`src/logic/cpu_pkg.sv`:
```
`default_nettype none

package cpu_pkg;

	localparam int data_w = 32;

	// instruction classes.
	typedef enum logic [5:0] {
		op_alu  = 6'h00,
		op_movi = 6'h02,
		op_addi = 6'h08,
		op_ori  = 6'h0d,
		op_slli = 6'h10,
		op_lw   = 6'h20,
		op_lwx  = 6'h21,
		op_sw   = 6'h28,
		op_swx  = 6'h29,
		op_beq  = 6'h30,
		op_bne  = 6'h31,
		op_halt = 6'h3f
	} opcode_e;

	// register ops carry this code in funct.
	typedef enum logic [2:0] {
		alu_add = 3'd0,
		alu_sub = 3'd1,
		alu_and = 3'd2,
		alu_or  = 3'd3,
		alu_xor = 3'd4,
		alu_sll = 3'd5
	} alu_op_e;

	typedef enum logic [1:0] {
		imm_ze5  = 2'd0,
		imm_se15 = 2'd1,
		imm_ze15 = 2'd2,
		imm_se20 = 2'd3
	} imm_sel_e;

	typedef enum logic [2:0] {
		src2_rb     = 3'd0,
		src2_imm    = 3'd1,
		src2_ls_imm = 3'd2,
		src2_rb_sv  = 3'd3,
		src2_rt     = 3'd4
	} src2_sel_e;

	typedef enum logic [1:0] {
		wb_alu = 2'd0,
		wb_imm = 2'd1,
		wb_mem = 2'd2
	} wb_sel_e;

	// imm5 is [14:10], imm15 is [14:0] and imm20 is [19:0] of the same word.
	typedef struct packed {
		opcode_e    opcode;
		logic [4:0] rt;
		logic [4:0] ra;
		logic [4:0] rb;
		logic       rsvd_10;
		logic [1:0] sv;
		logic [4:0] rsvd_7_3;
		logic [2:0] funct;
	} instr_t;

	typedef struct packed {
		alu_op_e   alu_op;
		imm_sel_e  imm_sel;
		src2_sel_e src2_sel;
		wb_sel_e   wb_sel;
		logic      reg_write;
		logic      mem_write;
		logic      pc_write;
		logic      branch_take;
		logic      ir_load;
	} ctrl_t;

endpackage

`default_nettype wire

```
`src/logic/reg_file.sv`:
```
`timescale 1ns/10ps
`default_nettype none

module reg_file (
	input  logic                       clk,
	input  logic                       arst_n,
	input  logic [4:0]                 ra_addr,
	input  logic [4:0]                 rb_addr,
	input  logic [4:0]                 rt_addr,
	output logic [cpu_pkg::data_w-1:0] ra_data,
	output logic [cpu_pkg::data_w-1:0] rb_data,
	output logic [cpu_pkg::data_w-1:0] rt_data,
	input  logic                       write_en,
	input  logic [4:0]                 write_addr,
	input  logic [cpu_pkg::data_w-1:0] write_data
);

	logic [cpu_pkg::data_w-1:0] regs [32];

	assign ra_data = regs[ra_addr];
	assign rb_data = regs[rb_addr];
	assign rt_data = regs[rt_addr];

	always_ff @(posedge clk or negedge arst_n) begin
		if (!arst_n) begin
			for (int i = 0; i < 32; i++)
				regs[i] <= '0;
		end else if (write_en) begin
			regs[write_addr] <= write_data;
		end
	end

endmodule

`default_nettype wire

```
`config.mk`:
```
export PLATFORM = sky130hd
export DESIGN_NAME = reg_file
export DESIGN_NICKNAME = d
export VERILOG_FILES = /design/src/logic/cpu_pkg.sv /design/src/logic/reg_file.sv
export SDC_FILE = /design/constraint.sdc
export NUM_CORES = 2
export LEC_CHECK = 0
export CAP_MARGIN = 20
export CORE_ASPECT_RATIO = 0.6
export CORE_MARGIN = 3
export CORE_UTILIZATION = 55
export CTS_CLUSTER_DIAMETER = 60
export CTS_CLUSTER_SIZE = 16
export DETAILED_ROUTE_END_ITERATION = 6
export DONT_BUFFER_PORTS = 1
export GPL_TIMING_DRIVEN = 0
export PLACE_DENSITY_LB_ADDON = 0.08
export SETUP_SLACK_MARGIN = 0.1
export SYNTH_ARGS = -nofsm -noshare
export SYNTH_HDL_FRONTEND = slang
export SYNTH_SLANG_ARGS = --single-unit
```
`constraint.sdc`:
```
create_clock -name clk -period 5 [get_ports clk]
set_clock_uncertainty 0.2 [all_clocks]
set_input_delay 0.75 -clock clk [delete_from_list [all_inputs] [get_ports clk]]
set_output_delay 0.75 -clock clk [all_outputs]
set_load 0.005 [all_outputs]
```
; Word level (Yosys, flattened, before mapping)
; Cells that the tools add are included.
[classes]
n_lt_le_gt_ge = 5
mux = 12
bitwise_logic = 4
n_reduce_logical = 1
[ops]
columns = operator, n
row1 = $bwmux 1024, 1
row2 = $bmux 32 s5, 3
row3 = $mux 32, 7
row4 = $demux 32 s5, 1
row5 = $ge 6x6->1 const B, 4
row6 = $not 5->6, 4
row7 = $lt 6x1->1 const B, 1
row8 = $logic_and 1x1->1, 1
[totals]
regBits = 1024
out_inout_bits = 96
word_cells = 54

; Depth between registers and ports, before layout
[logic_depth]
depth_word = 6
mapped_depth = 8

; Worst setup path after synthesis
; OpenSTA, ideal clock, no wires.
[synth_path]
path_type = input to output
startpoint = input ra_addr[1]
endpoint = output ra_data[13] (netlist bit)
t_arrival_ns = 1.953
t_required_ns = 4.050
setup_slack_ns = 2.097
cell_stages = 7
path_buffers = 3
cell_sequence = buf_2 > buf_2 > buf_2 > mux2i_1 > a22oi_1 > a31oi_1 > nand3_1
[synth_between]
elab_chain_cells = 4
[synth_rtl]
columns = item, line
row1 = start: declaration, reg_file.sv:7  ; input logic [4:0] ra_addr,
row2 = $not 5->6 (not written as such), reg_file.sv:20  ; assign ra_data = regs[ra_addr];
row3 = $bmux 32 s5, reg_file.sv:20
row4 = $mux 32 (not written as such) (2 in a row), reg_file.sv:20
row5 = end: declaration, reg_file.sv:10  ; output logic [cpu_pkg::data_w-1:0] ra_data,
; Every way passes these cells. The select of a mux whose other input is x is not followed.

; Worst setup path in the final report
[layout_path]
startpoint = input rt_addr[3]
endpoint = output rt_data[6] (netlist bit)
[layout_between]
elab_chain_cells = 4
[layout_rtl]
columns = item, line
row1 = start: declaration, reg_file.sv:9  ; input logic [4:0] rt_addr,
row2 = $not 5->6 (not written as such), reg_file.sv:22  ; assign rt_data = regs[rt_addr];
row3 = $bmux 32 s5, reg_file.sv:22
row4 = $mux 32 (not written as such) (2 in a row), reg_file.sv:22
row5 = end: declaration, reg_file.sv:12  ; output logic [cpu_pkg::data_w-1:0] rt_data,
; Every way passes these cells. The select of a mux whose other input is x is not followed.

==> qor.txt <==
Pre-antenna DRT Iters -> 6
Total Nets Final -> 5973
die height -> 271 µm
top post-synthesis cells by area -> dfrtp_1 40%, mux2i_1 24%, mux2_2 18%
Final Max Tran Viols -> 0
most common cell after layout, fill and taps aside -> mux2i_1
antenna violations before repair -> 40
CTS tree -> done
GRT Total Usage -> 49.7%
via count -> 55700
residual DRC count -> 0
core footprint -> 115000 µm²
final wirelength -> 312000 µm
DPL Wire Length -> 227000 µm
Setup CP Type -> in -> out
WP data arrival -> 4.18 ns
outcome -> finished, violations left
clk root buf -> clkbuf_16
failing checks -> negative setup slack
Non-Filler Instances -> 7505
initial core utilization -> 56.0%
Critical-path top delay cell -> a31oi_1
Syn Nets -> 5818
Gate Count Post-Synth -> 5763
final worst-path cycle share -> 103%
vias in the first global route -> 51700
Via density -> 7.42
1st-iter DRT viols -> 9442
Synth cell types -> 26
fmax -> 0.195 GHz
crit-path cells -> or2_2, clkbuf_1, clkbuf_1, nor3_1, a31oi_1, nand3_1
IO Port Bufs -> 0
Area growth, synth to finish -> 8.19%
first-pass GRT wire length -> 420000 µm
largest net degree at the start of global routing -> 1025
total die area -> 122000 µm²
postcts setup bufs -> 0
FILL cells -> 9617
gpl congestion -> 1.05
Regs by FF count -> regs: 1024 flops
H-Tree Depth -> 3
nature of the critical path endpoint -> primary output
most frequent CP cell -> clkbuf_1
share of layout cells above drive strength 1 -> 24.7%
die width -> 448 µm
Leakage -> 33.0 nW
CTS buffer count -> 81
max-cap viol count -> 0
Final setup violation count -> 4
final instance area -> 69800 µm²
Area after DPL -> 66600 µm²
Worst-path clk slew -> 0.07 ns
I/O pins -> 151
area leader, netlist -> dfrtp_1
Post-Syn Area -> 64500 µm²
Clock Sinks -> 1024
Yosys top cell area share -> 39.7%
worst min path class -> in -> reg
hold slack -> 0.203 ns
cell row count -> 96
DP Cell Count -> 7297
CP peak stage delay -> 0.94 ns
Largest Register -> regs
wire per inst -> 41.6 µm
most frequent cells in the layout -> 1536 x mux2i_1, 1024 x dfrtp_1, 1006 x mux2_2
final worst slack -> -0.130 ns
final period demand of the worst path -> 5.13 ns
crit path launch type -> input port
clock buffer depth -> 3
Warnings, synthesis -> 0
crit path max fanout -> 10
Slew headroom -> 11.1%
Crit path required time -> 4.05 ns
Slew @ Worst Pin -> 1.33 ns
Mapped Avg Cell Area -> 11.2 µm²
Routed Antenna Nets -> 0
Overflow after GRT -> 0
unrepaired setup endpoints after global routing -> false
maximum VDD drop -> 0.319 mV
hold violation count in the final report -> 0
max reg flops -> 1024
PwrDens -> 361 nW/µm²
Clk Latency, worst-skew pair -> 0.71 ns
Seq cells post-synth -> 1024
Seq/Total Area, Yosys -> 39.7%
per-layer routing:
layer | routed length (µm) | up-vias | GRT usage [%] | part of all wire (%)
li1 | - | 21800 | - | -
met1 | 124000 | 28200 | 66.3 | 40
met2 | 112000 | 4809 | 60.4 | 36
met3 | 61100 | 789 | 36.0 | 20
met4 | 12800 | 41 | 17.1 | 4.1
met5 | 1670 | - | 5.56 | 0.53
critical path: cells and delay by family:
family | cells | cell delay (ns)
and+or+nand+nor | 3 | 0.75
AOI/OAI and AO/OA | 1 | 0.94
buffers and inverters | 2 | 1.70
per-stage QoR:
| step | power [mW] | util [%] | TNS (ns) | setup slack, ns |
|---|---|---|---|---|
| floorplan | 15.7 | - | 0 | 2.10 |
| global placement | 17.7 | 57.6 | 0 | 0.156 |
| detailed placement | 18.0 | 57.8 | 0 | 0.343 |
| CTS | 24.5 | 60.1 | 0 | 0.344 |
| global route | 26.0 | 60.5 | 0 | 0.149 |
| finish | 25.2 | 60.5 | -0.294 | -0.130 |
report_power, final:
part	internal [mW]	switching, mW
registers	9.90	1.78
clock network	3.24	3.45
logic	3.07	3.79
total	16.2	9.03
path summary, 6_finish.rpt:
path                               start          to  slack [ns]  cells past startpoint
max in group asynchronous         arst_n   regs[852]        0.66                      5
setup / recovery              rt_addr[3]  rt_data[6]       -0.13                      6
min in group asynchronous         arst_n     regs[5]        0.58                      2
hold reg to reg                regs[560]   regs[560]        0.35                      1
hold / removal             write_data[3]   regs[707]        0.20                      2
setup reg to reg                regs[19]    regs[19]        3.92                      1
kinds of logic (layout without fill, tap and decap cells):
group | after synthesis | after routing | synth area share [%]
compound gates | 864 | 864 | 9.12
buf+inv | 570 | 756 | 4.22
flops | 1024 | 1024 | 39.7
mux | 2560 | 2560 | 41.7
other cells | 0 | 37 | 0
simple gates | 745 | 745 | 5.25
Yosys cell counts, drive strengths merged:
cell	instances
mux2i	1536
dfrtp	1024
mux2	1024
buf	328
nand2	308
nand3	290
a21oi	288
a22oi	288
clkbuf	242
a22o	192
nor3	97
a31oi	96
nor2	20
nand2b	6
nor2b	6
nand3b	4
nor3b	4
or2	4
and2	3
and3	1
and3b	1
or3b	1
cell type report:
cell class	count	area [µm²]	share of cell area, %
diodes	37	92.6	0.133
clock inverters	21	219	0.314
well taps	1519	1900	2.72
flip-flops and latches	1024	25600	36.7
repair buffers	72	863	1.24
plain buffers	570	2730	3.90
clock buffers	93	2190	3.13
multi-input cells	4169	36200	51.9
repair_timing:
action / in CTS / in global routing
gates resized for setup: 0 / 6
endpoints found under the setup margin: 0 / 5
hold endpoints to repair: 1088 / 89
hold buffers: 32 / 2
(Power assumes the default switching activity.)
