## config.mk

```make
export PLATFORM = sky130hd
export DESIGN_NAME = alu
export DESIGN_NICKNAME = d
export VERILOG_FILES = /design/src/logic/cpu_pkg.sv /design/src/logic/alu.sv
export SDC_FILE = /design/constraint.sdc
export NUM_CORES = 1
export LEC_CHECK = 0
export BUFFER_PORTS_ARGS = -buffer_cell sky130_fd_sc_hd__buf_4
export CAP_MARGIN = 40
export CELL_PAD_IN_SITES_DETAIL_PLACEMENT = 2
export CELL_PAD_IN_SITES_GLOBAL_PLACEMENT = 2
export CORE_MARGIN = 3
export CORE_UTILIZATION = 30
export DETAILED_ROUTE_END_ITERATION = 7
export GPL_TIMING_DRIVEN = 0
export PLACE_DENSITY_LB_ADDON = 0.1
export REMOVE_ABC_BUFFERS = 1
export SLEW_MARGIN = 10
export SYNTH_ARGS = -nofsm -noshare
export SYNTH_HDL_FRONTEND = slang
export SYNTH_SLANG_ARGS = --single-unit
```

## constraint.sdc

```tcl
create_clock -name vclk -period 3
set_input_delay 0.15 -clock vclk [all_inputs]
set_output_delay 0.15 -clock vclk [all_outputs]
set_load 0.02 [all_outputs]
```

## src/logic/cpu_pkg.sv

```systemverilog
`default_nettype none

package cpu_pkg;

	localparam int data_w = 32;

	// instruction classes.
	typedef enum logic [5:0] {
		op_alu  = 6'h00,
		op_movi = 6'h02,
		op_addi = 6'h08,
		op_ori  = 6'h0d,
		op_slli = 6'h10,
		op_lw   = 6'h20,
		op_lwx  = 6'h21,
		op_sw   = 6'h28,
		op_swx  = 6'h29,
		op_beq  = 6'h30,
		op_bne  = 6'h31,
		op_halt = 6'h3f
	} opcode_e;

	// register ops carry this code in funct.
	typedef enum logic [2:0] {
		alu_add = 3'd0,
		alu_sub = 3'd1,
		alu_and = 3'd2,
		alu_or  = 3'd3,
		alu_xor = 3'd4,
		alu_sll = 3'd5
	} alu_op_e;

	typedef enum logic [1:0] {
		imm_ze5  = 2'd0,
		imm_se15 = 2'd1,
		imm_ze15 = 2'd2,
		imm_se20 = 2'd3
	} imm_sel_e;

	typedef enum logic [2:0] {
		src2_rb     = 3'd0,
		src2_imm    = 3'd1,
		src2_ls_imm = 3'd2,
		src2_rb_sv  = 3'd3,
		src2_rt     = 3'd4
	} src2_sel_e;

	typedef enum logic [1:0] {
		wb_alu = 2'd0,
		wb_imm = 2'd1,
		wb_mem = 2'd2
	} wb_sel_e;

	// imm5 is [14:10], imm15 is [14:0] and imm20 is [19:0] of the same word.
	typedef struct packed {
		opcode_e    opcode;
		logic [4:0] rt;
		logic [4:0] ra;
		logic [4:0] rb;
		logic       rsvd_10;
		logic [1:0] sv;
		logic [4:0] rsvd_7_3;
		logic [2:0] funct;
	} instr_t;

	typedef struct packed {
		alu_op_e   alu_op;
		imm_sel_e  imm_sel;
		src2_sel_e src2_sel;
		wb_sel_e   wb_sel;
		logic      reg_write;
		logic      mem_write;
		logic      pc_write;
		logic      branch_take;
		logic      ir_load;
	} ctrl_t;

endpackage

`default_nettype wire

```

## src/logic/alu.sv

```systemverilog
`timescale 1ns/10ps
`default_nettype none

module alu (
	input  logic [cpu_pkg::data_w-1:0] a,
	input  logic [cpu_pkg::data_w-1:0] b,
	input  cpu_pkg::alu_op_e           op,
	output logic [cpu_pkg::data_w-1:0] result,
	output logic                       eq
);

	always_comb begin
		case (op)
			cpu_pkg::alu_add: result = a + b;
			cpu_pkg::alu_sub: result = a - b;
			cpu_pkg::alu_and: result = a & b;
			cpu_pkg::alu_or:  result = a | b;
			cpu_pkg::alu_xor: result = a ^ b;
			// shift amount is the low five bits only.
			cpu_pkg::alu_sll: result = a << b[4:0];
			default:          result = '0;
		endcase
	end

	// branch compare, independent of op.
	assign eq = (a == b);

endmodule

`default_nettype wire

```

## Word level (Yosys, flattened, before mapping)

Index checks and enable logic that the tools add are counted.

| cells by class | value |
|---|---|
| add/sub/neg operators | 2 |
| multiply operators | 0 |
| divide/modulo/power cells | 0 |
| magnitude comparators | 0 |
| equality and inequality tests | 6 |
| shifts and indexed selects | 1 |
| mux-type cells | 1 |
| bitwise operators | 3 |
| reduce and logical (&&, ||, !) cells | 1 |

Operators with widths:

| cell | count |
|---|---|
| case mux 32 bit (6 select lines) | 1 |
| adder 32 bit | 1 |
| AND 32 bit | 1 |
| equality test 32 bit | 1 |
| bitwise OR 32 bit | 1 |
| left shift 32 x 5 -> 32 bit | 1 |
| subtractor 32 bit | 1 |
| bitwise XOR 32 bit | 1 |
| equality test 3 x 2 -> 1 bit, second input constant | 2 |
| equality test 3 bit, second input constant | 2 |
| equality test 3 x 1 -> 1 bit, second input constant | 1 |
| zero test 3 bit | 1 |

| word-level totals | value |
|---|---|
| bits in registers | 0 |
| bits in latches | 0 |
| memory bits (writable) | 0 |
| bits in read-only memories | 0 |
| input port bits | 67 |
| output and inout bits | 33 |
| memories | 0 |

## Longest topological paths before layout

| depth | value |
|---|---|
| depth after elaboration | 2 |
| mapped depth | 14 |

## Worst setup path before layout

Ideal clock, no wire load.

| path | value |
|---|---|
| path type | input to output |
| start point | input port b[3] (netlist name) |
| end point | output port result[31] (netlist name) |
| arrival | 3.261 ns |
| slack | -0.411 ns |
| stages on the path | 14 |
| buffers on the path | 2 |
| path through | clkbuf_1 inv_1 clkbuf_1 ha_1 a21o_1 a21oi_2 a211oi_1 or4_1 a41o_1 a311oi_2 o21ai_1 o2111a_1 xnor2_1 o21ai_1 |

| between the ends | value |
|---|---|
| word-level cells in the longest chain between the ends | 2 |
| elaborated cells on any way between the ends | 4 |

RTL lines:

| what | line | source |
|---|---|---|
| start: declaration | alu.sv:6 | `input logic [cpu_pkg::data_w-1:0] b,` |
| subtractor 32 bit, or another cell as far along | alu.sv:15 | `cpu_pkg::alu_sub: result = a - b;` |
| case mux 32 bit (6 select lines) * | alu.sv:13 | `case (op)` |
| end: declaration | alu.sv:8 | `output logic [cpu_pkg::data_w-1:0] result,` |

Every way passes the cells marked *; elsewhere a longest branch is shown, timed or not.

## Final worst setup path

| path | value |
|---|---|
| start point | input port b[3] (netlist name) |
| end point | output port result[25] (netlist name) |

The elaborated chain is that of the path after synthesis.

==> out/results.md <==
| Metric | Value |
| --- | --- |
| Run status | finished, violations left |
| Violations in the final reports | negative setup slack |
| Slew Viols, Final | 0 |
| Startpoint-to-endpoint class of the critical path | input pin to output port |
| LEAKAGE | 0.004003 uW |
| Aggregate global-route resource usage | 0.2845 |
| Tcrit/Tclk final | 1.077 |
| Length of the first detailed-routing pass in iterations | 6 |
| Die outline width | 154.8 um |
| CP Capture Type | output port |
| Sequential-to-total area share from yosys stat | 0 |
| Worst hold margin | 0.7878 ns |
| Via count of the first global-routing pass | 8654 |
| Crit path DAT | 3.08 ns |
| Final Wtd Congestion | 0.8921 |
| Average via count per standard cell | 6.129 |
| Residual antenna-violating net count after detailed routing | 0 |
| Mean routed wirelength per cell | 26.29 um |
| Number of flip-flops and latches | 0 |
| Maximum fanout count along the critical path | 4 |
| Pin count of the biggest net entering global routing | 57 |
| Dominant combinational cell family by area after synthesis | compound AO/OA/AOI/OAI gates |
| Total power divided by cell area | 227.3 nW/um^2 |
| Antenna diodes | 0 |
| Maximum clock rate | 309.6 MHz |
| Detailed placer's ending HPWL | 26160 um |
| Initial antenna violation count | 0 |
| Total negative setup slack | -1.674 ns |
| Placeable core region | 21420 sq um |
| Sequential cell area | 0 sq um |
| Critical Path Source Type | input pin |
| Synthesized-area fraction occupied by and/or/nand/nor cells | 0.1964 |
| Class of the tightest hold or removal check | input pin to output port |
| Number of nets in the final layout | 1293 |
| Headroom to the max-slew limit | 0.3704 |
| Post-Syn Instances | 1024 |
| I/O Buffers | 100 |
| Tmin final | 3.230 ns |
| Max-Cap Viols | 0 |
| Xor/xnor share of the synthesized area | 0.02768 |
| Max IR drop VDD | 0.07474 mV |
| Mapped cell area | 6645 sq um |
| Mux contribution to synthesized area | 0.09245 |
| Slew of the pin with the lowest slew margin | 0.9372 ns |
| Initial core utilization | 0.3102 |
| Die H | 154.8 um |
| Site row count | 53 |
| Iter 0 DRT Violations | 601 |
| Final Hold Violating Endpoints | 0 |
| Total of clock buffers placed in the layout | 0 |
| Avg Cell Area, Syn | 6.489 sq um |
| Final core utilization | 0.4249 |
| Arithmetic-cell share of the synthesized area counting full adders, half adders and majority gates | 0.2037 |
| Worst Path Required | 2.85 ns |
| Number of DRC violations after detailed routing | 0 |
| Min setup slack post-route | -0.2295 ns |
| Power after layout | 2069 uW |
| Via total after detailed routing | 8532 |
| Die Footprint | 23970 sq um |
| Post-synthesis compound-gate area fraction | 0.3794 |
| Post-synthesis cell type count | 83 |
| Proportion of layout cells with a drive suffix above 1 | 0.2910 |
| Leftover overflow at the end of global routing | 0 |
| Post-synthesis to final-layout area growth | 36.96% |
| Setup-failing EPs final | 14 |
| Yosys warns | 0 |
| Setup repair after global routing missed its margin | yes |
| Wire length of the first global-routing pass | 53850 um |
| Io pins | 100 |
| Post-Route WL | 36590 um |
metrics by stage:
| stage | instances | area, sq um | worst slack, ns |
|---|---|---|---|
| final | 1392 | 9101 | -0.2295 |
| after global routing | 1392 | 9101 | -0.2688 |
| after CTS | 1378 | 8702 | -0.1993 |
| after detailed placement | 1340 | 7615 | -1.656 |
| after global placement | 1330 | 7463 | -2.058 |
| after floorplan | 955 | 6369 | -0.04116 |
cells by family (layout without fill, tap and decap cells):
family                     after synthesis  in the layout
AOI/OAI and AO/OA                      387            387
and+or+nand+nor                        287            287
muxes                                   49             49
adders and majority gates              107            107
xor gates and xnor gates                21             21
buffers and inverters                  173            266
timing repair:
item / in CTS / in global routing
pin swaps: 49 / 52
setup buffers: 32 / 14
hold buffers: 0 / 0
resized for setup: 135 / 73
cloned: 6 / 1
endpoints found under the setup margin: 32 / 25
path summary, 6_finish.rpt:
check	startpoint	to	slack, ns	depth (start not counted)
worst min-delay path	op[1]	result[6]	0.79	3
worst max-delay path	b[3]	result[25]	-0.23	15
synthesized netlist by cell type (all sizes together), types with 8 or more instances:
cell	instances	area, sq um
a211oi	14	110.1
o21ai	85	425.4
a21o	12	90.09
a22oi	15	112.6
mux2	9	101.4
a221oi	8	76.32
a222oi	8	80.08
a21oi	132	675.6
o31ai	12	95.09
buf	20	92.59
xnor2	20	175.2
nor3	21	105.1
nor2b	11	71.32
nor2	109	409.1
nand2	80	300.3
a31oi	13	81.33
nand3	18	90.09
nand2b	8	57.55
o211ai	8	60.06
o221ai	14	128.9
mux2i	32	332.8
and3	11	73.82
inv	101	379.1
clkbuf	49	183.9
o21bai	15	116.4
or3	8	51.30
ha	105	1314
mux4	8	180.2
layout by cell type, fill, tap and decap left out, drive strengths merged, types with 14 or more instances in the layout:
master,n
nor2,109
o21bai,15
mux2i,32
o221ai,14
nand2,80
buf,153
nor3,21
a21oi,132
o21ai,85
ha,105
a211oi,14
nand3,18
inv,99
xnor2,20
a22oi,15
where the power goes:
part           switching (uW)  internal [uW]  total [uW]  leakage (uW)
clock network               0              0           0             0
logic                    1240            824        2070       0.00400
registers                   0              0           0             0
total                    1240            824        2070       0.00400
layout make-up:
cell class | count | area [sq um]
well taps | 275 | 344.1
repair buffers | 160 | 1534
multi-input cells | 851 | 6758
inverters | 104 | 451.7
fillers | 2511 | 12320
repair inverters | 2 | 13.76
per-layer routing:
layer,vias up,part of all wire,GRT usage
li1,3905,-,-
met1,4355,0.46,0.4019
met2,236,0.47,0.4838
met3,36,0.047,0.02238
met4,0,0.016,0.04037
met5,-,0,0
worst max-delay path, stage by stage:
cell and delay (ns):
buf_16 0.09, clkinvlp_4 0.12, ha_4 0.32, buf_4 0.13, nand4_1 0.23, buf_4 0.24, nand2_2 0.09, a21boi_2 0.16
o41ai_4 0.48, a41oi_2 0.27, buf_4 0.21, mux2i_4 0.13, xnor2_1 0.08, o21ai_1 0.20, buf_4 0.18
No activity file was read; power rests on OpenSTA's default activity.
