File: config.mk
export PLATFORM = sky130hd
export DESIGN_NAME = cpu_controller
export DESIGN_NICKNAME = d
export VERILOG_FILES = /design/src/logic/cpu_pkg.sv /design/src/logic/cpu_controller.sv
export SDC_FILE = /design/constraint.sdc
export NUM_CORES = 1
export LEC_CHECK = 0
export ABC_AREA = 0
export BUFFER_PORTS_ARGS = -buffer_cell sky130_fd_sc_hd__buf_2
export CAP_MARGIN = 20
export CORE_AREA = 2 2 39 41
export DETAILED_ROUTE_END_ITERATION = 12
export DIE_AREA = 0 0 41 43
export PLACE_DENSITY = 0.73
export REMOVE_ABC_BUFFERS = 1
export SYNTH_ARGS = -nofsm -noshare
export SYNTH_HDL_FRONTEND = slang
export SYNTH_SLANG_ARGS = --single-unit
export TNS_END_PERCENT = 30
File: constraint.sdc
create_clock -name clk -period 2.1 [get_ports clk]
set_clock_uncertainty 0.15 [all_clocks]
set_input_delay 0.21 -clock clk [delete_from_list [all_inputs] [get_ports clk]]
set_output_delay 0.21 -clock clk [all_outputs]
set_load 0.01 [all_outputs]
File: src/logic/cpu_pkg.sv
`default_nettype none

package cpu_pkg;

	localparam int data_w = 32;

	// instruction classes.
	typedef enum logic [5:0] {
		op_alu  = 6'h00,
		op_movi = 6'h02,
		op_addi = 6'h08,
		op_ori  = 6'h0d,
		op_slli = 6'h10,
		op_lw   = 6'h20,
		op_lwx  = 6'h21,
		op_sw   = 6'h28,
		op_swx  = 6'h29,
		op_beq  = 6'h30,
		op_bne  = 6'h31,
		op_halt = 6'h3f
	} opcode_e;

	// register ops carry this code in funct.
	typedef enum logic [2:0] {
		alu_add = 3'd0,
		alu_sub = 3'd1,
		alu_and = 3'd2,
		alu_or  = 3'd3,
		alu_xor = 3'd4,
		alu_sll = 3'd5
	} alu_op_e;

	typedef enum logic [1:0] {
		imm_ze5  = 2'd0,
		imm_se15 = 2'd1,
		imm_ze15 = 2'd2,
		imm_se20 = 2'd3
	} imm_sel_e;

	typedef enum logic [2:0] {
		src2_rb     = 3'd0,
		src2_imm    = 3'd1,
		src2_ls_imm = 3'd2,
		src2_rb_sv  = 3'd3,
		src2_rt     = 3'd4
	} src2_sel_e;

	typedef enum logic [1:0] {
		wb_alu = 2'd0,
		wb_imm = 2'd1,
		wb_mem = 2'd2
	} wb_sel_e;

	// imm5 is [14:10], imm15 is [14:0] and imm20 is [19:0] of the same word.
	typedef struct packed {
		opcode_e    opcode;
		logic [4:0] rt;
		logic [4:0] ra;
		logic [4:0] rb;
		logic       rsvd_10;
		logic [1:0] sv;
		logic [4:0] rsvd_7_3;
		logic [2:0] funct;
	} instr_t;

	typedef struct packed {
		alu_op_e   alu_op;
		imm_sel_e  imm_sel;
		src2_sel_e src2_sel;
		wb_sel_e   wb_sel;
		logic      reg_write;
		logic      mem_write;
		logic      pc_write;
		logic      branch_take;
		logic      ir_load;
	} ctrl_t;

endpackage

`default_nettype wire

File: src/logic/cpu_controller.sv
`timescale 1ns/10ps
`default_nettype none

module cpu_controller (
	input  logic              clk,
	input  logic              arst_n,
	input  logic              run,
	input  cpu_pkg::opcode_e  opcode,
	input  logic [2:0]        funct,
	input  logic              alu_eq,
	output cpu_pkg::ctrl_t    ctrl,
	output logic              wb_valid,
	output logic              halted
);

	typedef enum logic [2:0] {
		s_idle,
		s_fetch,
		s_decode,
		s_execute,
		s_memory,
		s_writeback
	} state_e;

	state_e state, state_nxt;
	logic is_load, is_store, is_write;

	assign is_load   = (opcode == cpu_pkg::op_lw) || (opcode == cpu_pkg::op_lwx);
	assign is_store  = (opcode == cpu_pkg::op_sw) || (opcode == cpu_pkg::op_swx);
	assign is_write  = (opcode == cpu_pkg::op_alu) || (opcode == cpu_pkg::op_addi) ||
	                   (opcode == cpu_pkg::op_ori) || (opcode == cpu_pkg::op_slli) ||
	                   (opcode == cpu_pkg::op_movi);

	always_comb begin
		state_nxt = state;
		case (state)
			s_idle: begin
				if (run && !halted)
					state_nxt = s_fetch;
			end
			s_fetch:  state_nxt = s_decode;
			s_decode: state_nxt = s_execute;
			s_execute: begin
				if (opcode == cpu_pkg::op_halt)
					state_nxt = s_idle;
				else if (is_load || is_store)
					state_nxt = s_memory;
				else if (is_write)
					state_nxt = s_writeback;
				else
					state_nxt = run ? s_fetch : s_idle;
			end
			s_memory: begin
				if (is_load)
					state_nxt = s_writeback;
				else
					state_nxt = run ? s_fetch : s_idle;
			end
			s_writeback: state_nxt = run ? s_fetch : s_idle;
			default: state_nxt = s_idle;
		endcase
	end

	// selects follow the opcode, enables follow the state.
	always_comb begin
		ctrl = '0;
		ctrl.alu_op   = cpu_pkg::alu_add;
		ctrl.imm_sel  = cpu_pkg::imm_se15;
		ctrl.src2_sel = cpu_pkg::src2_rb;
		ctrl.wb_sel   = cpu_pkg::wb_alu;
		case (opcode)
			cpu_pkg::op_alu:  ctrl.alu_op = cpu_pkg::alu_op_e'(funct);
			cpu_pkg::op_addi: ctrl.src2_sel = cpu_pkg::src2_imm;
			cpu_pkg::op_ori: begin
				ctrl.alu_op   = cpu_pkg::alu_or;
				ctrl.imm_sel  = cpu_pkg::imm_ze15;
				ctrl.src2_sel = cpu_pkg::src2_imm;
			end
			cpu_pkg::op_slli: begin
				ctrl.alu_op   = cpu_pkg::alu_sll;
				ctrl.imm_sel  = cpu_pkg::imm_ze5;
				ctrl.src2_sel = cpu_pkg::src2_imm;
			end
			cpu_pkg::op_movi: begin
				ctrl.imm_sel = cpu_pkg::imm_se20;
				ctrl.wb_sel  = cpu_pkg::wb_imm;
			end
			cpu_pkg::op_lw, cpu_pkg::op_sw: ctrl.src2_sel = cpu_pkg::src2_ls_imm;
			cpu_pkg::op_lwx, cpu_pkg::op_swx: ctrl.src2_sel = cpu_pkg::src2_rb_sv;
			cpu_pkg::op_beq, cpu_pkg::op_bne: begin
				ctrl.alu_op   = cpu_pkg::alu_sub;
				ctrl.src2_sel = cpu_pkg::src2_rt;
			end
			default: ;
		endcase
		if (is_load)
			ctrl.wb_sel = cpu_pkg::wb_mem;

		ctrl.ir_load   = (state == s_decode);
		ctrl.pc_write  = (state == s_execute) && (opcode != cpu_pkg::op_halt);
		ctrl.mem_write = (state == s_memory) && is_store;
		ctrl.reg_write = (state == s_writeback);
		ctrl.branch_take = (state == s_execute) &&
		                   (((opcode == cpu_pkg::op_beq) && alu_eq) ||
		                    ((opcode == cpu_pkg::op_bne) && !alu_eq));
	end

	always_ff @(posedge clk or negedge arst_n) begin
		if (!arst_n) begin
			state    <= s_idle;
			wb_valid <= 1'b0;
			halted   <= 1'b0;
		end else begin
			state    <= state_nxt;
			wb_valid <= (state == s_writeback);
			if ((state == s_execute) && (opcode == cpu_pkg::op_halt))
				halted <= 1'b1;
		end
	end

endmodule

`default_nettype wire

After elaboration in Yosys (flattened, before gate mapping)
Index checks and enable logic that the tools add are counted.
{ "classes": {"n_eq_ne": 18, "mux": 12, "n_reduce_logical": 23} }
{ "op_table": {"columns": ["op", "count"], "rows": [
  ["$eq A6 B6 Y1 const B", 7],
  ["$pmux W3 S4", 2],
  ["$pmux W3 S6", 1],
  ["$mux W3", 5],
  ["$eq A6 B4 Y1 const B", 2],
  ["$logic_or A1 B1 Y1", 8],
  ["$logic_and A1 B1 Y1", 7],
  ["$eq A3 B2 Y1 const B", 2],
  ["$eq A3 B3 Y1 const B", 2],
  ["$eq A6 B2 Y1 const B", 1],
  ["$eq A6 B5 Y1 const B", 1],
  ["$logic_not A6 Y1", 1],
  ["$ne A6 B6 Y1 const B", 1],
  ["$pmux W2 S3", 1],
  ["$reduce_or A2 Y1", 3],
  ["$eq A3 B1 Y1 const B", 1],
  ["$logic_not A3 Y1", 1],
  ["$reduce_or A3 Y1", 1],
  ["$logic_not A1 Y1", 2],
  ["$mux W1", 2],
  ["$mux W2", 1],
  ["$ne A2 B2 Y1 const B", 1]
]} }
{ "totals": {"wordCells": 56, "output_inout_bits": 17, "ff_bits": 5} }

Longest topological paths before layout
{ "logic_depth": {"word_depth": 9, "ltp_mapped": 5} }

Worst setup path after synthesis
Ideal clock, no wire load.
{ "synth_timing": {"path_kind": "input-to-output", "from": "in opcode[3]", "to": "out ctrl[11] in the netlist's numbering", "setup_slack_ns": 0.420, "t_required_ns": 1.740, "arrival_time_ns": 1.320, "stages": 4, "cell_sequence": "buf_2 or4_4 nor3b_2 or2_1"} }
{ "synth_rtl": {"columns": ["item", "line", "text"], "rows": [
  ["start: declaration", "cpu_controller.sv:8", "input cpu_pkg::opcode_e opcode,"],
  ["end: declaration", "cpu_controller.sv:11", "output cpu_pkg::ctrl_t ctrl,"]
]} }

==> flow_summary.json <==
{
  "status": "complete, no violations",
  "p_total_w": 0.000469,
  "critPathLaunchType": "flip-flop",
  "p_int_w": 0.000286,
  "slew_viol_final": 0,
  "clock_tree.htree_level_count": 1,
  "seq_power_share": 0.361,
  "cts_buffers": 3,
  "yosys-top-cells-area": "dfrtp_1, inv_1, buf_2",
  "synth_flop_cell": "dfrtp_1",
  "max-cap-violations": 0,
  "p_sw_frac": 0.391,
  "clk_latency_ps": 240,
  "dp_worst_setup_slack_ps": 362,
  "r2r_setup_slack_ps": 590,
  "drt_wl_total_um": 1230,
  "place.gp.congestion": 0.824,
  "multi_input_area_um2": 332,
  "die_h_um": 43,
  "firstDrtPassIters": 4,
  "port_buffers": 29,
  "min_period_ps": 1760,
  "synth-seq-cells": 5,
  "synth_common_cells": "inv_1, dfrtp_1, buf_2, nor3_1",
  "crit_fanout": 8,
  "cts_tree": "yes",
  "via_count": 581,
  "antenna_found_initial": 0,
  "synth.most_common_cell": "inv_1",
  "fin_util": 0.492,
  "grt_max_degree": 13,
  "power_density_mw_per_mm2": 689,
  "clk_pin_slew_ps": 40,
  "fillCellCount": 145,
  "dieArea_mm2": 0.00176,
  "regToRegEndpoint": "state[0]",
  "max_freq_ghz": 0.567,
  "worstPathArrival_ps": 1400,
  "boundaryPins": 30,
  "wl_per_cell_um": 11.3,
  "netlist.area_leader.share": 0.240,
  "core.rowCount": 14,
  "p_switching_w": 0.000183,
  "ys_seq_area_frac": 0.240,
  "dp.cells": 104,
  "fin_ws_ps": 336,
  "drive_gt1_frac": 0.398,
  "ant_nets": 0,
  "required_ps": 1740,
  "setup_viol": 0,
  "synth_top_cell_by_area": "dfrtp_1",
  "worst_pin_slew_ps": 377,
  "r2r_cells": 4,
  "async_flop_share": 1.00,
  "diodes": 0,
  "dieWidth_um": 41,
  "cellLeakagePower_nw": 0.373,
  "instances_no_fill": 109,
  "drt_iter0_markers": 13,
  "grt_pass1_wl_um": 2050,
  "cp-end-kind": "output pin",
  "cts_max_path_buffers": 2,
  "vdd_ir_drop_max_v": 0.000356,
  "fin_nets": 107,
  "syn_area_um2": 522,
  "tns_ps": 0,
  "period_share": 0.840,
  "slew_headroom": 0.742,
  "coreArea_mm2": 0.00138,
  "path_class": "reg2out",
  "syn_avg_cell_area_um2": 7.91,
  "syn_inst": 66,
  "post-dp-hpwl_um": 976,
  "initial_core_util": 0.377,
  "cts-root-buf": "clkbuf_4",
  "routed_via_density": 5.33,
  "cts.sinks": 5,
  "track_usage": 0.165,
  "cts_resized": 0,
  "rsz0062_at_grt": "false",
  "min_path_type": "in2async",
  "ys_warn_count": 0,
  "comb_power_share": 0.410,
  "hold_viol": 0,
  "synth_edf_count": 0,
  "clockPowerShare": 0.229,
  "drc_errors": 0,
  "register_area_um2": 125,
  "grt_overflow_total": 0,
  "area_growth_pct": 30.5,
  "synth_cell_types": 38,
  "r2r_start": "state[2]",
  "first_global_vias": 503
}
power by group through the flow:
stage / Combinational [W] / Sequential, W / Clock, W
after floorplan: 0.000126 / 0.000157 / 0
after global placement: 0.000186 / 0.000167 / 0
after detailed placement: 0.000190 / 0.000169 / 0
after CTS: 0.000193 / 0.000168 / 0.000112
after global routing: 0.000216 / 0.000181 / 0.000124
final: 0.000192 / 0.000169 / 0.000107
stage by stage:
stage               hold WS [ps]  instance area, um^2
floorplan                   -236                  479
global placement            -123                  644
detailed placement          -119                  644
CTS                          159                  681
global route                 174                  681
finish                       164                  681
flip-flops by register name, indices dropped and copies added, names as in the netlist:
register	cells
state	3
wb_valid	1
halted	1
placed cells by master (no fill, tap or decap):
| cell | Yosys | final |
|---|---|---|
| dlygate4sd3_1 | 0 | 1 |
| a21o_1 | 1 | 1 |
| o32ai_1 | 1 | 1 |
| or4_4 | 1 | 1 |
| a41oi_1 | 1 | 1 |
| or4_1 | 1 | 1 |
| or3_1 | 2 | 2 |
| o22a_1 | 1 | 1 |
| a21oi_1 | 3 | 3 |
| nand3b_1 | 2 | 2 |
| a2111oi_0 | 1 | 1 |
| nand2b_1 | 1 | 1 |
| nor3_1 | 4 | 4 |
| o22ai_1 | 1 | 1 |
| xor2_1 | 1 | 1 |
| nor3b_1 | 1 | 1 |
| and3_2 | 1 | 1 |
| maj3_1 | 1 | 1 |
| a211oi_1 | 1 | 1 |
| nor4_1 | 2 | 2 |
| o211ai_1 | 1 | 1 |
| a311oi_1 | 1 | 1 |
| o21ai_0 | 2 | 2 |
| nand2_1 | 3 | 3 |
| nand3b_4 | 1 | 1 |
| clkbuf_1 | 1 | 1 |
| nand4_1 | 1 | 1 |
| buf_2 | 4 | 29 |
| clkbuf_4 | 0 | 3 |
| nor2_2 | 1 | 1 |
| nor2_1 | 3 | 3 |
| nand3_1 | 2 | 2 |
| or2_1 | 2 | 2 |
| inv_1 | 6 | 6 |
| xnor2_1 | 2 | 2 |
| nor3b_2 | 1 | 1 |
| o21a_1 | 1 | 1 |
| dfrtp_1 | 5 | 5 |
area by class of cell:
| cell class | count | share of cell area |
|---|---|---|
| inverter | 6 | 0.0331 |
| multi-input combinational | 48 | 0.487 |
| sequential | 5 | 0.184 |
| clock buffer | 4 | 0.0386 |
| tap | 16 | 0.0294 |
| timing repair buffer | 30 | 0.228 |
metal layers:
layer | GRT usage | routed length (um) | vias to the layer above
li1 | - | - | 294
met1 | 0.239 | 517 | 266
met2 | 0.228 | 639 | 19
met3 | 0.0471 | 63 | 2
met4 | 0.0533 | 10 | 0
met5 | 0 | 0 | -
worst max-delay path by stage:
stage	cells after the start	slack, ps	endpoint	startpoint
2_1_floorplan	3	550	ctrl[11]	opcode[0]
3_3_place_gp	6	390	ctrl[12]	opcode[0]
3_5_place_dp	6	360	ctrl[12]	opcode[0]
4_1_cts	3	330	ctrl[2]	state[2]
5_1_grt	3	170	ctrl[2]	state[0]
6_report	3	340	ctrl[2]	state[2]
critical path, cell delays in order, from the launching register on:
cell and delay [ps]:
dfrtp_1 440, nand3b_1 230, a41oi_1 300, buf_2 190
kinds of logic (layout without fill, tap and decap cells):
family                   count (synthesis)  in the layout  synth area share
adder cells (fa/ha/maj)                  1              1            0.0192
AO/OA/AOI/OAI                           15             15             0.201
XOR/XNOR                                 3              3            0.0504
flip-flops                               5              5             0.240
buffers and inverters                   13             40             0.125
AND/OR/NAND/NOR                         29             29             0.365
what timing repair did:
item | 4_1_cts | 5_1_grt
hold buffers | 1 | 0
endpoints found under the hold margin | 5 | 0
buffers inserted | 0 | 0
(Power assumes the default switching activity.)
