`config.mk`:
```
export PLATFORM = sky130hd
export DESIGN_NAME = operand_muxs
export DESIGN_NICKNAME = d
export VERILOG_FILES = /design/src/logic/cpu_pkg.sv /design/src/logic/operand_muxs.sv
export SDC_FILE = /design/constraint.sdc
export NUM_CORES = 1
export LEC_CHECK = 0
export BUFFER_PORTS_ARGS = -buffer_cell sky130_fd_sc_hd__buf_2
export CAP_MARGIN = 20
export CORE_AREA = 3 3 118 120
export DETAILED_ROUTE_END_ITERATION = 16
export DIE_AREA = 0 0 121 123
export SLEW_MARGIN = 25
export SYNTH_ARGS = -nofsm -noshare
export SYNTH_HDL_FRONTEND = slang
export SYNTH_SLANG_ARGS = --single-unit
```
`constraint.sdc`:
```
create_clock -name vclk -period 2.2
set_clock_uncertainty 0.2 [all_clocks]
set_input_delay 0.22 -clock vclk [all_inputs]
set_output_delay 0.22 -clock vclk [all_outputs]
set_load 0.03 [all_outputs]
```
`src/logic/cpu_pkg.sv`:
```
`default_nettype none

package cpu_pkg;

	localparam int data_w = 32;

	// instruction classes.
	typedef enum logic [5:0] {
		op_alu  = 6'h00,
		op_movi = 6'h02,
		op_addi = 6'h08,
		op_ori  = 6'h0d,
		op_slli = 6'h10,
		op_lw   = 6'h20,
		op_lwx  = 6'h21,
		op_sw   = 6'h28,
		op_swx  = 6'h29,
		op_beq  = 6'h30,
		op_bne  = 6'h31,
		op_halt = 6'h3f
	} opcode_e;

	// register ops carry this code in funct.
	typedef enum logic [2:0] {
		alu_add = 3'd0,
		alu_sub = 3'd1,
		alu_and = 3'd2,
		alu_or  = 3'd3,
		alu_xor = 3'd4,
		alu_sll = 3'd5
	} alu_op_e;

	typedef enum logic [1:0] {
		imm_ze5  = 2'd0,
		imm_se15 = 2'd1,
		imm_ze15 = 2'd2,
		imm_se20 = 2'd3
	} imm_sel_e;

	typedef enum logic [2:0] {
		src2_rb     = 3'd0,
		src2_imm    = 3'd1,
		src2_ls_imm = 3'd2,
		src2_rb_sv  = 3'd3,
		src2_rt     = 3'd4
	} src2_sel_e;

	typedef enum logic [1:0] {
		wb_alu = 2'd0,
		wb_imm = 2'd1,
		wb_mem = 2'd2
	} wb_sel_e;

	// imm5 is [14:10], imm15 is [14:0] and imm20 is [19:0] of the same word.
	typedef struct packed {
		opcode_e    opcode;
		logic [4:0] rt;
		logic [4:0] ra;
		logic [4:0] rb;
		logic       rsvd_10;
		logic [1:0] sv;
		logic [4:0] rsvd_7_3;
		logic [2:0] funct;
	} instr_t;

	typedef struct packed {
		alu_op_e   alu_op;
		imm_sel_e  imm_sel;
		src2_sel_e src2_sel;
		wb_sel_e   wb_sel;
		logic      reg_write;
		logic      mem_write;
		logic      pc_write;
		logic      branch_take;
		logic      ir_load;
	} ctrl_t;

endpackage

`default_nettype wire

```
`src/logic/operand_muxs.sv`:
```
`timescale 1ns/10ps
`default_nettype none

module operand_muxs (
	input  logic [4:0]                 imm5,
	input  logic [14:0]                imm15,
	input  logic [19:0]                imm20,
	input  logic [1:0]                 sv,
	input  logic [cpu_pkg::data_w-1:0] rb_data,
	input  logic [cpu_pkg::data_w-1:0] rt_data,
	input  logic [cpu_pkg::data_w-1:0] alu_result,
	input  logic [cpu_pkg::data_w-1:0] r_imm_extend,
	input  logic [cpu_pkg::data_w-1:0] mem_read_data,
	input  cpu_pkg::imm_sel_e          imm_sel,
	input  cpu_pkg::src2_sel_e         src2_sel,
	input  cpu_pkg::wb_sel_e           wb_sel,
	output logic [cpu_pkg::data_w-1:0] imm_extend,
	output logic [cpu_pkg::data_w-1:0] alu_src2,
	output logic [cpu_pkg::data_w-1:0] write_reg_data
);

	localparam int w = cpu_pkg::data_w;

	always_comb begin
		case (imm_sel)
			cpu_pkg::imm_ze5:  imm_extend = {{(w-5){1'b0}}, imm5};
			cpu_pkg::imm_se15: imm_extend = {{(w-15){imm15[14]}}, imm15};
			cpu_pkg::imm_ze15: imm_extend = {{(w-15){1'b0}}, imm15};
			cpu_pkg::imm_se20: imm_extend = {{(w-20){imm20[19]}}, imm20};
			default:           imm_extend = '0;
		endcase
	end

	always_comb begin
		case (src2_sel)
			cpu_pkg::src2_rb:  alu_src2 = rb_data;
			cpu_pkg::src2_imm: alu_src2 = imm_extend;
			// word offset turned into a byte offset.
			cpu_pkg::src2_ls_imm: alu_src2 = {{(w-17){imm15[14]}}, imm15, 2'b00};
			cpu_pkg::src2_rb_sv:  alu_src2 = rb_data << sv;
			cpu_pkg::src2_rt:     alu_src2 = rt_data;
			default:              alu_src2 = '0;
		endcase
	end

	always_comb begin
		case (wb_sel)
			cpu_pkg::wb_alu: write_reg_data = alu_result;
			cpu_pkg::wb_imm: write_reg_data = r_imm_extend;
			cpu_pkg::wb_mem: write_reg_data = mem_read_data;
			default:         write_reg_data = '0;
		endcase
	end

endmodule

`default_nettype wire

```
-- Word-level counts from Yosys, hierarchy flattened
Cells that the tools add are included.
- equal/unequal tests: 9
- reductions and logical operators: 3
- shift operators: 1
- muxes and demuxes: 3
- operators by type and width (kind ; number):
    32-bit case mux with 5 select lines ; 1
    32-bit case mux with 4 select lines ; 1
    32-bit case mux with 3 select lines ; 1
    32-bit by 2-bit left shift with 32-bit output ; 1
    2-bit == test (second input constant) ; 3
    3-bit by 2-bit == test with 1-bit output (second input constant) ; 2
    2-bit by 1-bit == test with 1-bit output (second input constant) ; 2
    2-bit zero test ; 2
    3-bit by 1-bit == test with 1-bit output (second input constant) ; 1
    3-bit == test (second input constant) ; 1
    3-bit zero test ; 1
- output and inout bits: 96
- flip-flop bits (word level): 0
- input port bits: 209

-- Depth between registers and ports, before layout
Gate-level depths: netlist of run 1.
- depth after elaboration: 3
- mapped depth: 7
- mapped depth without buffers: 4

-- Worst setup path after synthesis of run 1
OpenSTA, ideal clock, no wires.
- path type: input port to output port
- start: in imm_sel[0]
- end: out alu_src2[19] (netlist name)
- required time: 1.780 ns
- arrival time: 2.059 ns
- stages on the path: 5
- path slack: -0.279 ns
- cell sequence: clkbuf_1 -> a21boi_1 -> a32oi_2 -> buf_4 -> o311ai_1
- word-level cells in the longest chain between the ends: 3
- RTL lines (element ; RTL line ; source):
    start, declared ; operand_muxs.sv:14 ; input cpu_pkg::imm_sel_e imm_sel,
    2-bit == test (tied with other cells) ; operand_muxs.sv:25 ; case (imm_sel)
    32-bit case mux with 4 select lines (*) ; operand_muxs.sv:25 ;
    named net imm_extend, one bit ; operand_muxs.sv:17 ; output logic [cpu_pkg::data_w-1:0] imm_extend,
    32-bit case mux with 5 select lines (*) ; operand_muxs.sv:35 ; case (src2_sel)
    end, declared ; operand_muxs.sv:18 ; output logic [cpu_pkg::data_w-1:0] alu_src2,
The timed path passes the listed nets; every way through them passes the cells marked *.

-- Worst setup path in the final report of run 1
- start: in sv[1]
- end: out alu_src2[12] (netlist name)
- word-level cells in the longest chain between the ends: 2
- RTL lines (element ; RTL line ; source):
    start, declared ; operand_muxs.sv:8 ; input logic [1:0] sv,
    32-bit by 2-bit left shift with 32-bit output ; operand_muxs.sv:40 ; cpu_pkg::src2_rb_sv: alu_src2 = rb_data << sv;
    32-bit case mux with 5 select lines ; operand_muxs.sv:35 ;
Every way passes these cells.

==> results of run 1 <==
[per-layer routing]
metal / vias up / routed length [um]
met5: - / 0
met4: 0 / 0
met3: 0 / 1312
met2: 228 / 6980
met1: 1891 / 5157
li1: 2037 / -
[worst paths after layout]
kind              from                  to  slack, ps  depth (start not counted)
max              sv[1]        alu_src2[12]        130                          6
min   r_imm_extend[27]  write_reg_data[27]        590                          4
[report_power, final]
part | leakage [nW] | internal [W] | switching [W] | total [W]
Combinational | 2.54 | 0.000520 | 0.000756 | 0.00128
Clock | 0 | 0 | 0 | 0
Sequential | 0 | 0 | 0 | 0
Total | 2.54 | 0.000520 | 0.000756 | 0.00128
[synth_stat cells, types with 2 or more instances]
cell      instances
clkbuf_1         18
a211oi_1          3
o21ai_1           7
a221o_1           3
a21oi_1          25
nand3b_1          5
inv_1             6
mux4_2           21
mux2i_1          93
o311ai_1         13
nand2b_1          2
o21ai_0          38
nor2_1           19
buf_6             5
buf_2            17
a22o_1            9
nor2b_1           6
o22ai_1           5
nand2_1          51
mux2_2            9
a22oi_1           7
buf_4            18
a21boi_1          5
[timing repair]
item                                   CTS  global route
endpoints found under the hold margin    0             0
gates cloned                             0             0
resized for setup                        1             1
setup endpoints to repair                1            13
[stage by stage]
stage	setup TNS [ps]	worst slack (ps)
3_5_place_dp	-10.17	-10.17
5_1_grt	0	10.31
2_1_floorplan	-105.1	-98.60
3_3_place_gp	0	21.53
4_1_cts	0	59.03
6_report	0	128.0
[logic make-up (layout without fill, tap and decap cells)]
| logic type | Yosys count | after routing | synth area share, % |
|---|---|---|---|
| AOI/OAI and AO/OA | 118 | 118 | 24.75 |
| and+or+nand+nor | 86 | 86 | 12.27 |
| xor gates and xnor gates | 1 | 1 | 0.2893 |
| muxes | 125 | 125 | 50.58 |
| buffers and inverters | 64 | 340 | 12.11 |
[final cells by class]
class	instances	area, um2
fill	1412	8352
multi-input combinational	330	2696
timing repair buffer	334	1794
tap	176	220.2
inverter	6	22.52
==> qor.csv, run 1 <==
stage,metric,value,unit
run,Max Cap Viol,0,
global_route,GR Util All Layers,15.87,%
detailed_routing,WL/cell,15.90,um
synth,Cells after Synth,394,
placement,gp weighted congestion,0.8555,
power_and_ir_drop,Power Total,0.001276,W
critical_path,Worst EP arrival,1650,ps
power_and_ir_drop,Leakage,2.535,nW
detailed_routing,Vias,4156,
global_route,GR Layer Usage met2,31.30,%
layout,Layout area overhead,56.32,%
layout,Seq cells,0,
synth,syn nets,603,
detailed_routing,initial drt markers,198,
floorplan,Initial Utilization,23.14,%
synth,cell taking the most area after synthesis,mux2i_1,
synth,"Distinct cells, synth",32,
synth,post-synthesis cell area,3028,um2
critical_path,Worst Path Max Fanout,17,
sta,Min Hold Slack,588.8,ps
critical_path,crit-path cells,"buf_2, buf_4, mux4_2, a22oi_1, o21ai_1, buf_2",
status,run status,"finished, final reports clean",
layout,Layout clock buffers,0,
layout,"Design Area, Final",4733,um2
synth,Area contributors post-synth,"mux2i_1, mux4_2, nand2_1",
placement,Inst Count DP,846,
sta,final-report setup violation count,0,
synth,YS warnings,0,
global_route,routing usage on met3,2.653,%
layout,Final Net Count,881,
layout,Finished Layout Cells,846,
layout,layout cells sized above 1,55.67,%
sta,Max Slew Vio Count,0,
global_route,first-pass GRT wire length,19.66,mm
critical_path,crit start category,input pin,
critical_path,WP buf/inv,3,
global_route,largest net degree at the start of global routing,33,
floorplan,Chip Height,123,um
layout,most common library cell in the layout ignoring fill and taps,buf_2,
sta,Max Fclk,482.6,MHz
floorplan,io pins,305,
critical_path,most used cell along the critical path,buf_2,
floorplan,core footprint,13090,um2
floorplan,Die ar.,14880,um2
critical_path,critical path class,input pin to output pin,
layout,Finished Core Util,36.17,%
detailed_routing,via/cell ratio,4.913,
placement,DP HPWL,11.36,mm
global_route,GR peak layer,met2,
power_and_ir_drop,worst vdd ir,128.7,uV
clocking,setup bufs post-CTS,0,
layout,# diodes,0,
clocking,Hold Buf Count CTS,0,
sta,Least-Margin Pin Slew,504.0,ps
sta,final hold viol count,0,
layout,storage element area,0,um2
critical_path,slowest CP cell,buf_2,
power_and_ir_drop,PwrDens,269.6,nW/um2
global_route,met1 global-route usage,18.96,%
floorplan,Horiz. Die Dim,121,um
placement,Area after DPL,4720,um2
global_route,initial antenna violation count,0,
layout,most frequent cells in the layout,"buf_2, mux2i_1, nand2_1, o21ai_0",
synth,syn_area_per_cell,7.685,um2
min_path,min-delay worst type,input pin to output pin,
critical_path,Critical Path End Type,output pin,
detailed_routing,Routed WL,13.45,mm
detailed_routing,DR pass1 iterations,5,
critical_path,crit-path leading delay family,buffers and inverters,
global_route,vias in the first global route,3840,
sta,Slew headroom,66.40,%
sta,fin crit share,94.18,%
synth,post-synth top area share,30.74,%
detailed_routing,ANT nets after route,0,
detailed_routing,DR DRC count,0,
floorplan,Core Rows,42,
placement,Port Buffers,305,
sta,RSZ-0062 raised after global routing,false,
critical_path,Worst EP required,1780,ps
sta,shortest period the worst path allows,2072,ps
critical_path,Slowest Stage Delay on Critical Path,330,ps
global_route,total congestion overflow,0,
synth,sequential share of the synthesized area,0,%
Power figures use the tool's default switching activity.
==> inputs of run 2 (changes only) <==
BUFFER_PORTS_ARGS = unset   (was -buffer_cell sky130_fd_sc_hd__buf_2)
DONT_BUFFER_PORTS = 1   (was unset)
==> run 2 against run 1 <==
Via count decreased by 21%. Fmax increased by 7.0%. Final cell count decreased by 32%. Combinational power decreased by 27%. Non-clock buffer count decreased by 269. Final area decreased by 27%. Die area unchanged. Sequential share of layout area unchanged. Critical path depth decreased by 1. Flip-flop and latch count unchanged. Hold slack got worse by 130 ps. First-iteration DRC count increased by 1.0%. Largest cell class unchanged.
==> qor.csv, run 2 (synthesized netlist as in run 1, its figures left out) <==
stage,metric,value,unit,change
critical_path,critical path class,input pin to output pin,,unchanged
floorplan,io pins,305,,unchanged
detailed_routing,Routed WL,12.24,mm,was 13.45 mm
floorplan,Horiz. Die Dim,121,um,unchanged
power_and_ir_drop,worst vdd ir,120.4,uV,was 128.7 uV
floorplan,Chip Height,123,um,unchanged
sta,Slew headroom,32.66,%,was 66.40%
global_route,total congestion overflow,0,,unchanged
critical_path,Critical Path End Type,output pin,,unchanged
sta,final setup margin,262.7,ps,was 128.0 ps
layout,Layout area overhead,13.80,%,was 56.32%
layout,most frequent cells in the layout,"mux2i_1, buf_4, nand2_1, o21ai_0, a21oi_1",,"was buf_2, mux2i_1, nand2_1, o21ai_0"
power_and_ir_drop,Gate power share,100.0,%,about the same
floorplan,core footprint,13090,um2,unchanged
layout,Layout clock buffers,0,,unchanged
power_and_ir_drop,Leakage,1.454,nW,was 2.535 nW
layout,Finished Layout Cells,577,,was 846
detailed_routing,WL/cell,21.21,um,was 15.90 um
power_and_ir_drop,sw power,0.0005442,W,was 0.0007564 W
status,run status,"finished, final reports clean",,unchanged
placement,Inst Count DP,577,,was 846
clocking,setup bufs post-CTS,0,,unchanged
floorplan,Core Rows,42,,unchanged
sta,Least-Margin Pin Slew,999.5,ps,was 504.0 ps
global_route,vias in the first global route,3252,,was 3840
sta,final hold viol count,0,,unchanged
sta,fin crit share,88.06,%,was 94.18%
layout,# diodes,0,,unchanged
layout,most common library cell in the layout ignoring fill and taps,mux2i_1,,was buf_2
detailed_routing,via/cell ratio,5.666,,was 4.913
critical_path,Worst Path Max Fanout,30,,was 17
power_and_ir_drop,Int Pwr,0.0003856,W,was 0.0005198 W
sta,shortest period the worst path allows,1937,ps,was 2072 ps
sta,RSZ-0062 raised after global routing,false,,unchanged
floorplan,Die ar.,14880,um2,unchanged
global_route,largest net degree at the start of global routing,45,,was 33
sta,Min Hold Slack,456.1,ps,was 588.8 ps
clocking,Hold Buf Count CTS,0,,unchanged
clocking,PostCTS Resize Cnt,0,,was 1
placement,Port Buffers,0,,was 305
critical_path,Slowest Stage Delay on Critical Path,540,ps,was 330 ps
global_route,GR Util All Layers,14.08,%,was 15.87%
layout,storage element area,0,um2,unchanged
layout,Final Net Count,612,,was 881
detailed_routing,Vias,3269,,was 4156
detailed_routing,initial drt markers,200,,was 198
placement,DP HPWL,9.984,mm,was 11.36 mm
global_route,initial antenna violation count,0,,unchanged
detailed_routing,ANT nets after route,0,,unchanged
critical_path,Worst EP arrival,1520,ps,was 1650 ps
layout,layout cells sized above 1,25.69,%,was 55.67%
placement,gp weighted congestion,0.8816,,was 0.8555
critical_path,Worst EP required,1780,ps,about the same
detailed_routing,DR pass1 iterations,4,,was 5
global_route,first-pass GRT wire length,17.15,mm,was 19.66 mm
power_and_ir_drop,switching part of the total,58.53,%,was 59.27%
sta,final setup TNS,0,ps,unchanged
sta,final-report setup violation count,0,,unchanged
critical_path,crit-path cells,"nor2b_1, a22o_1, mux2i_1, o22ai_1, buf_4",,"was buf_2, buf_4, mux4_2, a22oi_1, o21ai_1, buf_2"
detailed_routing,DR DRC count,0,,unchanged
sta,Max Fclk,516.2,MHz,was 482.6 MHz
critical_path,crit start category,input pin,,unchanged
power_and_ir_drop,PwrDens,269.8,nW/um2,was 269.6 nW/um2
sta,Max Slew Vio Count,0,,unchanged
critical_path,slowest CP cell,nor2b_1,,was buf_2
power_and_ir_drop,Reg power frac,0,%,about the same
min_path,min-delay worst type,input pin to output pin,,unchanged
run,Max Cap Viol,0,,unchanged
layout,Seq cells,0,,unchanged
power_and_ir_drop,Clock power frac,0,%,about the same
placement,DP Worst Slack,303.2,ps,was -10.17 ps
floorplan,Initial Utilization,23.14,%,unchanged
## run 2: layout make-up
type,instances,area [um2]
repair buffers,65,513.0
well taps,176,220.2
fillers,1425,9639
inverters,6,22.52
multi-input cells,330,2690
## run 2: layer usage
layer,vias up,GRT usage (%),part of all wire [%]
met2,215,27.96,53
met3,11,3.248,9.6
li1,1497,-,-
met1,1546,15.24,36
met5,-,0,0
met4,0,2.479,1.1
## run 2: worst max-delay path: cells and delay by family
family                 cells  cell delay [ps]
AND/OR/NAND/NOR            1              540
buffers and inverters      1              190
AO/OA/AOI/OAI              2              450
multiplexers               1              100
## run 2: stage by stage
stage,utilization (%),power (W),instance area (um2)
after global routing,26.33,0.0009901,3446
after global placement,26.33,0.0009256,3446
after CTS,26.33,0.0009368,3446
after detailed placement,26.33,0.0009349,3446
final,26.33,0.0009298,3446
after floorplan,-,0.0008217,3047
## run 2: path summary, 6_finish.rpt
check                  startpoint            to  slack, ps  depth (start not counted)
worst max-delay path   imm_sel[1]  alu_src2[13]        260                          5
worst min-delay path  src2_sel[0]  alu_src2[14]        460                          2
## run 2: power by group through the flow
stage	registers, W	logic [W]	clock network, W
3_3_place_gp	0	0.000926	0
2_1_floorplan	0	0.000822	0
3_5_place_dp	0	0.000935	0
4_1_cts	0	0.000937	0
6_report	0	0.000930	0
5_1_grt	0	0.000990	0
==> inputs of run 3 (changes only) <==
ABC_AREA = 1   (was unset)
CORE_AREA = 3 3 117 119   (was 3 3 118 120)
DIE_AREA = 0 0 120 122   (was 0 0 121 123)
clock period = 1.95 ns   (was 2.2 ns; I/O delays follow)
==> run 3 against run 2 <==
Setup slack worse by 61 ps. Final cell count increased by 37%. Highest routed layer unchanged. Utilization grew 1.6 points. Largest cell class unchanged. Critical path type unchanged.
==> qor.csv, run 3 <==
stage,metric,value,unit,change
floorplan,Die ar.,14640,um2,was 14880 um2
detailed_routing,Vias,4315,,was 3269
critical_path,Slowest Stage Delay on Critical Path,370,ps,was 540 ps
layout,Finished Layout Cells,791,,was 577
power_and_ir_drop,Leakage,1.663,nW,was 1.454 nW
power_and_ir_drop,sw power,0.0007782,W,was 0.0005442 W
placement,DP HPWL,13.00,mm,was 9.984 mm
floorplan,Chip Height,122,um,was 123 um
detailed_routing,DR DRC count,0,,unchanged
global_route,first-pass GRT wire length,21.71,mm,was 17.15 mm
floorplan,Initial Utilization,23.73,%,was 23.14%
power_and_ir_drop,switching part of the total,66.88,%,was 58.53%
min_path,Hold Path Cell Cnt,3,,was 2
layout,Final Net Count,830,,was 612
sta,final setup TNS,0,ps,unchanged
critical_path,crit start category,input pin,,unchanged
placement,gp weighted congestion,0.9493,,was 0.8816
status,run status,"finished, final reports clean",,unchanged
synth,Cells after Synth,636,,was 394
floorplan,Horiz. Die Dim,120,um,was 121 um
detailed_routing,ANT nets after route,0,,unchanged
global_route,vias in the first global route,3880,,was 3252
run,Max Cap Viol,0,,unchanged
detailed_routing,Routed WL,14.96,mm,was 12.24 mm
synth,post-synthesis cell area,3007,um2,was 3028 um2
detailed_routing,WL/cell,18.91,um,was 21.21 um
synth,"Distinct cells, synth",23,,was 32
critical_path,most used cell along the critical path,nand3_1,,
synth,Post-synth top cells,"nand3_1, nand2_1, nor2_1",,"was mux2i_1, nand2_1, o21ai_0"
synth,cell taking the most area after synthesis,nand3_1,,was mux2i_1
clocking,PostCTS Resize Cnt,0,,unchanged
power_and_ir_drop,Reg power frac,0,%,about the same
critical_path,Worst EP arrival,1350,ps,was 1520 ps
power_and_ir_drop,Clock power frac,0,%,about the same
placement,Inst Count DP,791,,was 577
sta,final hold viol count,0,,unchanged
layout,most common library cell in the layout ignoring fill and taps,nand3_1,,was mux2i_1
synth,"count leader, synth",nand3_1,,was mux2i_1
power_and_ir_drop,Int Pwr,0.0003854,W,was 0.0003856 W
power_and_ir_drop,Gate power share,100.0,%,about the same
synth,YS warnings,0,,unchanged
clocking,setup bufs post-CTS,0,,unchanged
critical_path,Critical Path End Type,output pin,,unchanged
critical_path,WP buf/inv,2,,was 1
global_route,initial antenna violation count,0,,unchanged
global_route,total congestion overflow,0,,unchanged
floorplan,core footprint,12670,um2,was 13090 um2
synth,post-synth top area share,41.78,%,was 30.74%
min_path,Min-Delay Startpoint,alu_result[30],,was src2_sel[0]
power_and_ir_drop,worst vdd ir,92.79,uV,was 120.4 uV
placement,Port Buffers,0,,unchanged
layout,Layout clock buffers,0,,unchanged
detailed_routing,via/cell ratio,5.455,,was 5.666
floorplan,io pins,305,,unchanged
layout,most frequent cells in the layout,"nand3_1, nand2_1, nor2_1, inv_1, buf_4",,"was mux2i_1, buf_4, nand2_1, o21ai_0, a21oi_1"
power_and_ir_drop,PwrDens,329.1,nW/um2,was 269.8 nW/um2
clocking,Hold Buf Count CTS,0,,unchanged
layout,Seq cells,0,,unchanged
layout,Finished Core Util,27.91,%,was 26.33%
synth,sequential share of the synthesized area,0,%,unchanged
sta,Max Fclk,572.0,MHz,
min_path,WHS Endpoint,write_reg_data[30],,was alu_src2[14]
critical_path,Worst EP required,1550,ps,was 1780 ps
min_path,min-delay worst type,input pin to output pin,,unchanged
sta,final-report setup violation count,0,,unchanged
sta,shortest period the worst path allows,1748,ps,
synth,Area contributors post-synth,"nand3_1, nand2_1, nor2_1",,"was mux2i_1, mux4_2, nand2_1"
sta,RSZ-0062 raised after global routing,false,,unchanged
floorplan,Core Rows,41,,was 42
layout,Layout area overhead,17.60,%,was 13.80%
layout,storage element area,0,um2,unchanged
critical_path,Worst Path Max Fanout,56,,was 30
global_route,GR Util All Layers,18.60,%,was 14.08%
power_and_ir_drop,Power Total,0.001164,W,was 0.0009298 W
synth,syn nets,845,,was 603
detailed_routing,DR pass1 iterations,5,,was 4
layout,layout cells sized above 1,10.34,%,was 25.69%
sta,Least-Margin Pin Slew,477.7,ps,was 999.5 ps
sta,Min Hold Slack,451.8,ps,was 456.1 ps
sta,Slew headroom,67.96,%,was 32.66%
sta,Max Slew Vio Count,0,,unchanged
sta,fin crit share,89.65,%,
critical_path,crit-path leading delay family,simple AND/OR/NAND/NOR gates,,unchanged
detailed_routing,initial drt markers,290,,was 200
global_route,largest net degree at the start of global routing,57,,was 45
critical_path,critical path class,input pin to output pin,,unchanged
critical_path,crit-path cells,"clkinv_1, nand2_1, nand3_1, nand3_1, nand3_1, buf_12",,"was nor2b_1, a22o_1, mux2i_1, o22ai_1, buf_4"
critical_path,slowest CP cell,clkinv_1,,was nor2b_1
layout,# diodes,0,,unchanged
synth,syn_area_per_cell,4.727,um2,was 7.685 um2
## run 3: changes by cell type in the layout (fill, tap and decap cells not counted), moves of 15 or more
| cell | before | now |
|---|---|---|
| mux4_2 | 21 | 0 |
| nor2_1 | 19 | 47 |
| buf_4 | 63 | 26 |
| mux2i_1 | 93 | 0 |
| nand3_1 | 1 | 251 |
| nand2_1 | 51 | 142 |
| inv_1 | 6 | 41 |
| and2_1 | 0 | 15 |
| o211ai_1 | 1 | 24 |
| buf_12 | 2 | 22 |
| o21ai_0 | 37 | 13 |
## run 3: worst max path at each step
| stage | endpoint | cells after the start | slack [ps] | startpoint |
|---|---|---|---|---|
| after detailed placement | alu_src2[15] | 7 | 190 | imm_sel[1] |
| after floorplan | alu_src2[30] | 8 | 180 | imm_sel[1] |
| final | alu_src2[8] | 6 | 200 | sv[0] |
| after CTS | alu_src2[15] | 7 | 180 | imm_sel[1] |
| after global placement | alu_src2[13] | 5 | 210 | src2_sel[2] |
| after global routing | alu_src2[10] | 6 | 50 | sv[0] |
## run 3: cell type report
class | instances | area (um2)
Fill cell | 1455 | 9135
Multi-Input combinational cell | 527 | 2520
Timing Repair Buffer | 48 | 635.6
Tap cell | 172 | 215.2
Inverter | 44 | 165.2
## run 3: logic make-up (layout without fill, tap and decap cells)
kind of cell	count (synthesis)	count (layout)	share of synthesized area (%)
and+or+nand+nor	478	478	73.32
buffers and inverters	109	92	16.52
AOI/OAI and AO/OA	49	49	10.15
## run 3: through the flow
| step | setup WS (ps) | cell area, um2 |
|---|---|---|
| floorplan | 175.3 | 3007 |
| detailed placement | 192.0 | 3536 |
| CTS | 178.7 | 3536 |
| finish | 201.8 | 3536 |
| global route | 54.25 | 3536 |
| global placement | 213.3 | 3536 |
## run 3: power by group through the flow
stage                     Sequential (W)  Combinational [W]  Clock, W
after global routing                   0            0.00125         0
after global placement                 0            0.00117         0
after floorplan                        0           0.000869         0
after CTS                              0            0.00118         0
after detailed placement               0            0.00118         0
final                                  0            0.00116         0
## run 3: routing by layer
layer / vias up / wire length (um) / GRT usage [%]
met4: 0 / 362 / 4.152
met2: 274 / 8089 / 38.04
met3: 18 / 1463 / 3.946
li1: 2107 / - / -
met5: - / 0 / 0
met1: 1916 / 5041 / 19.08
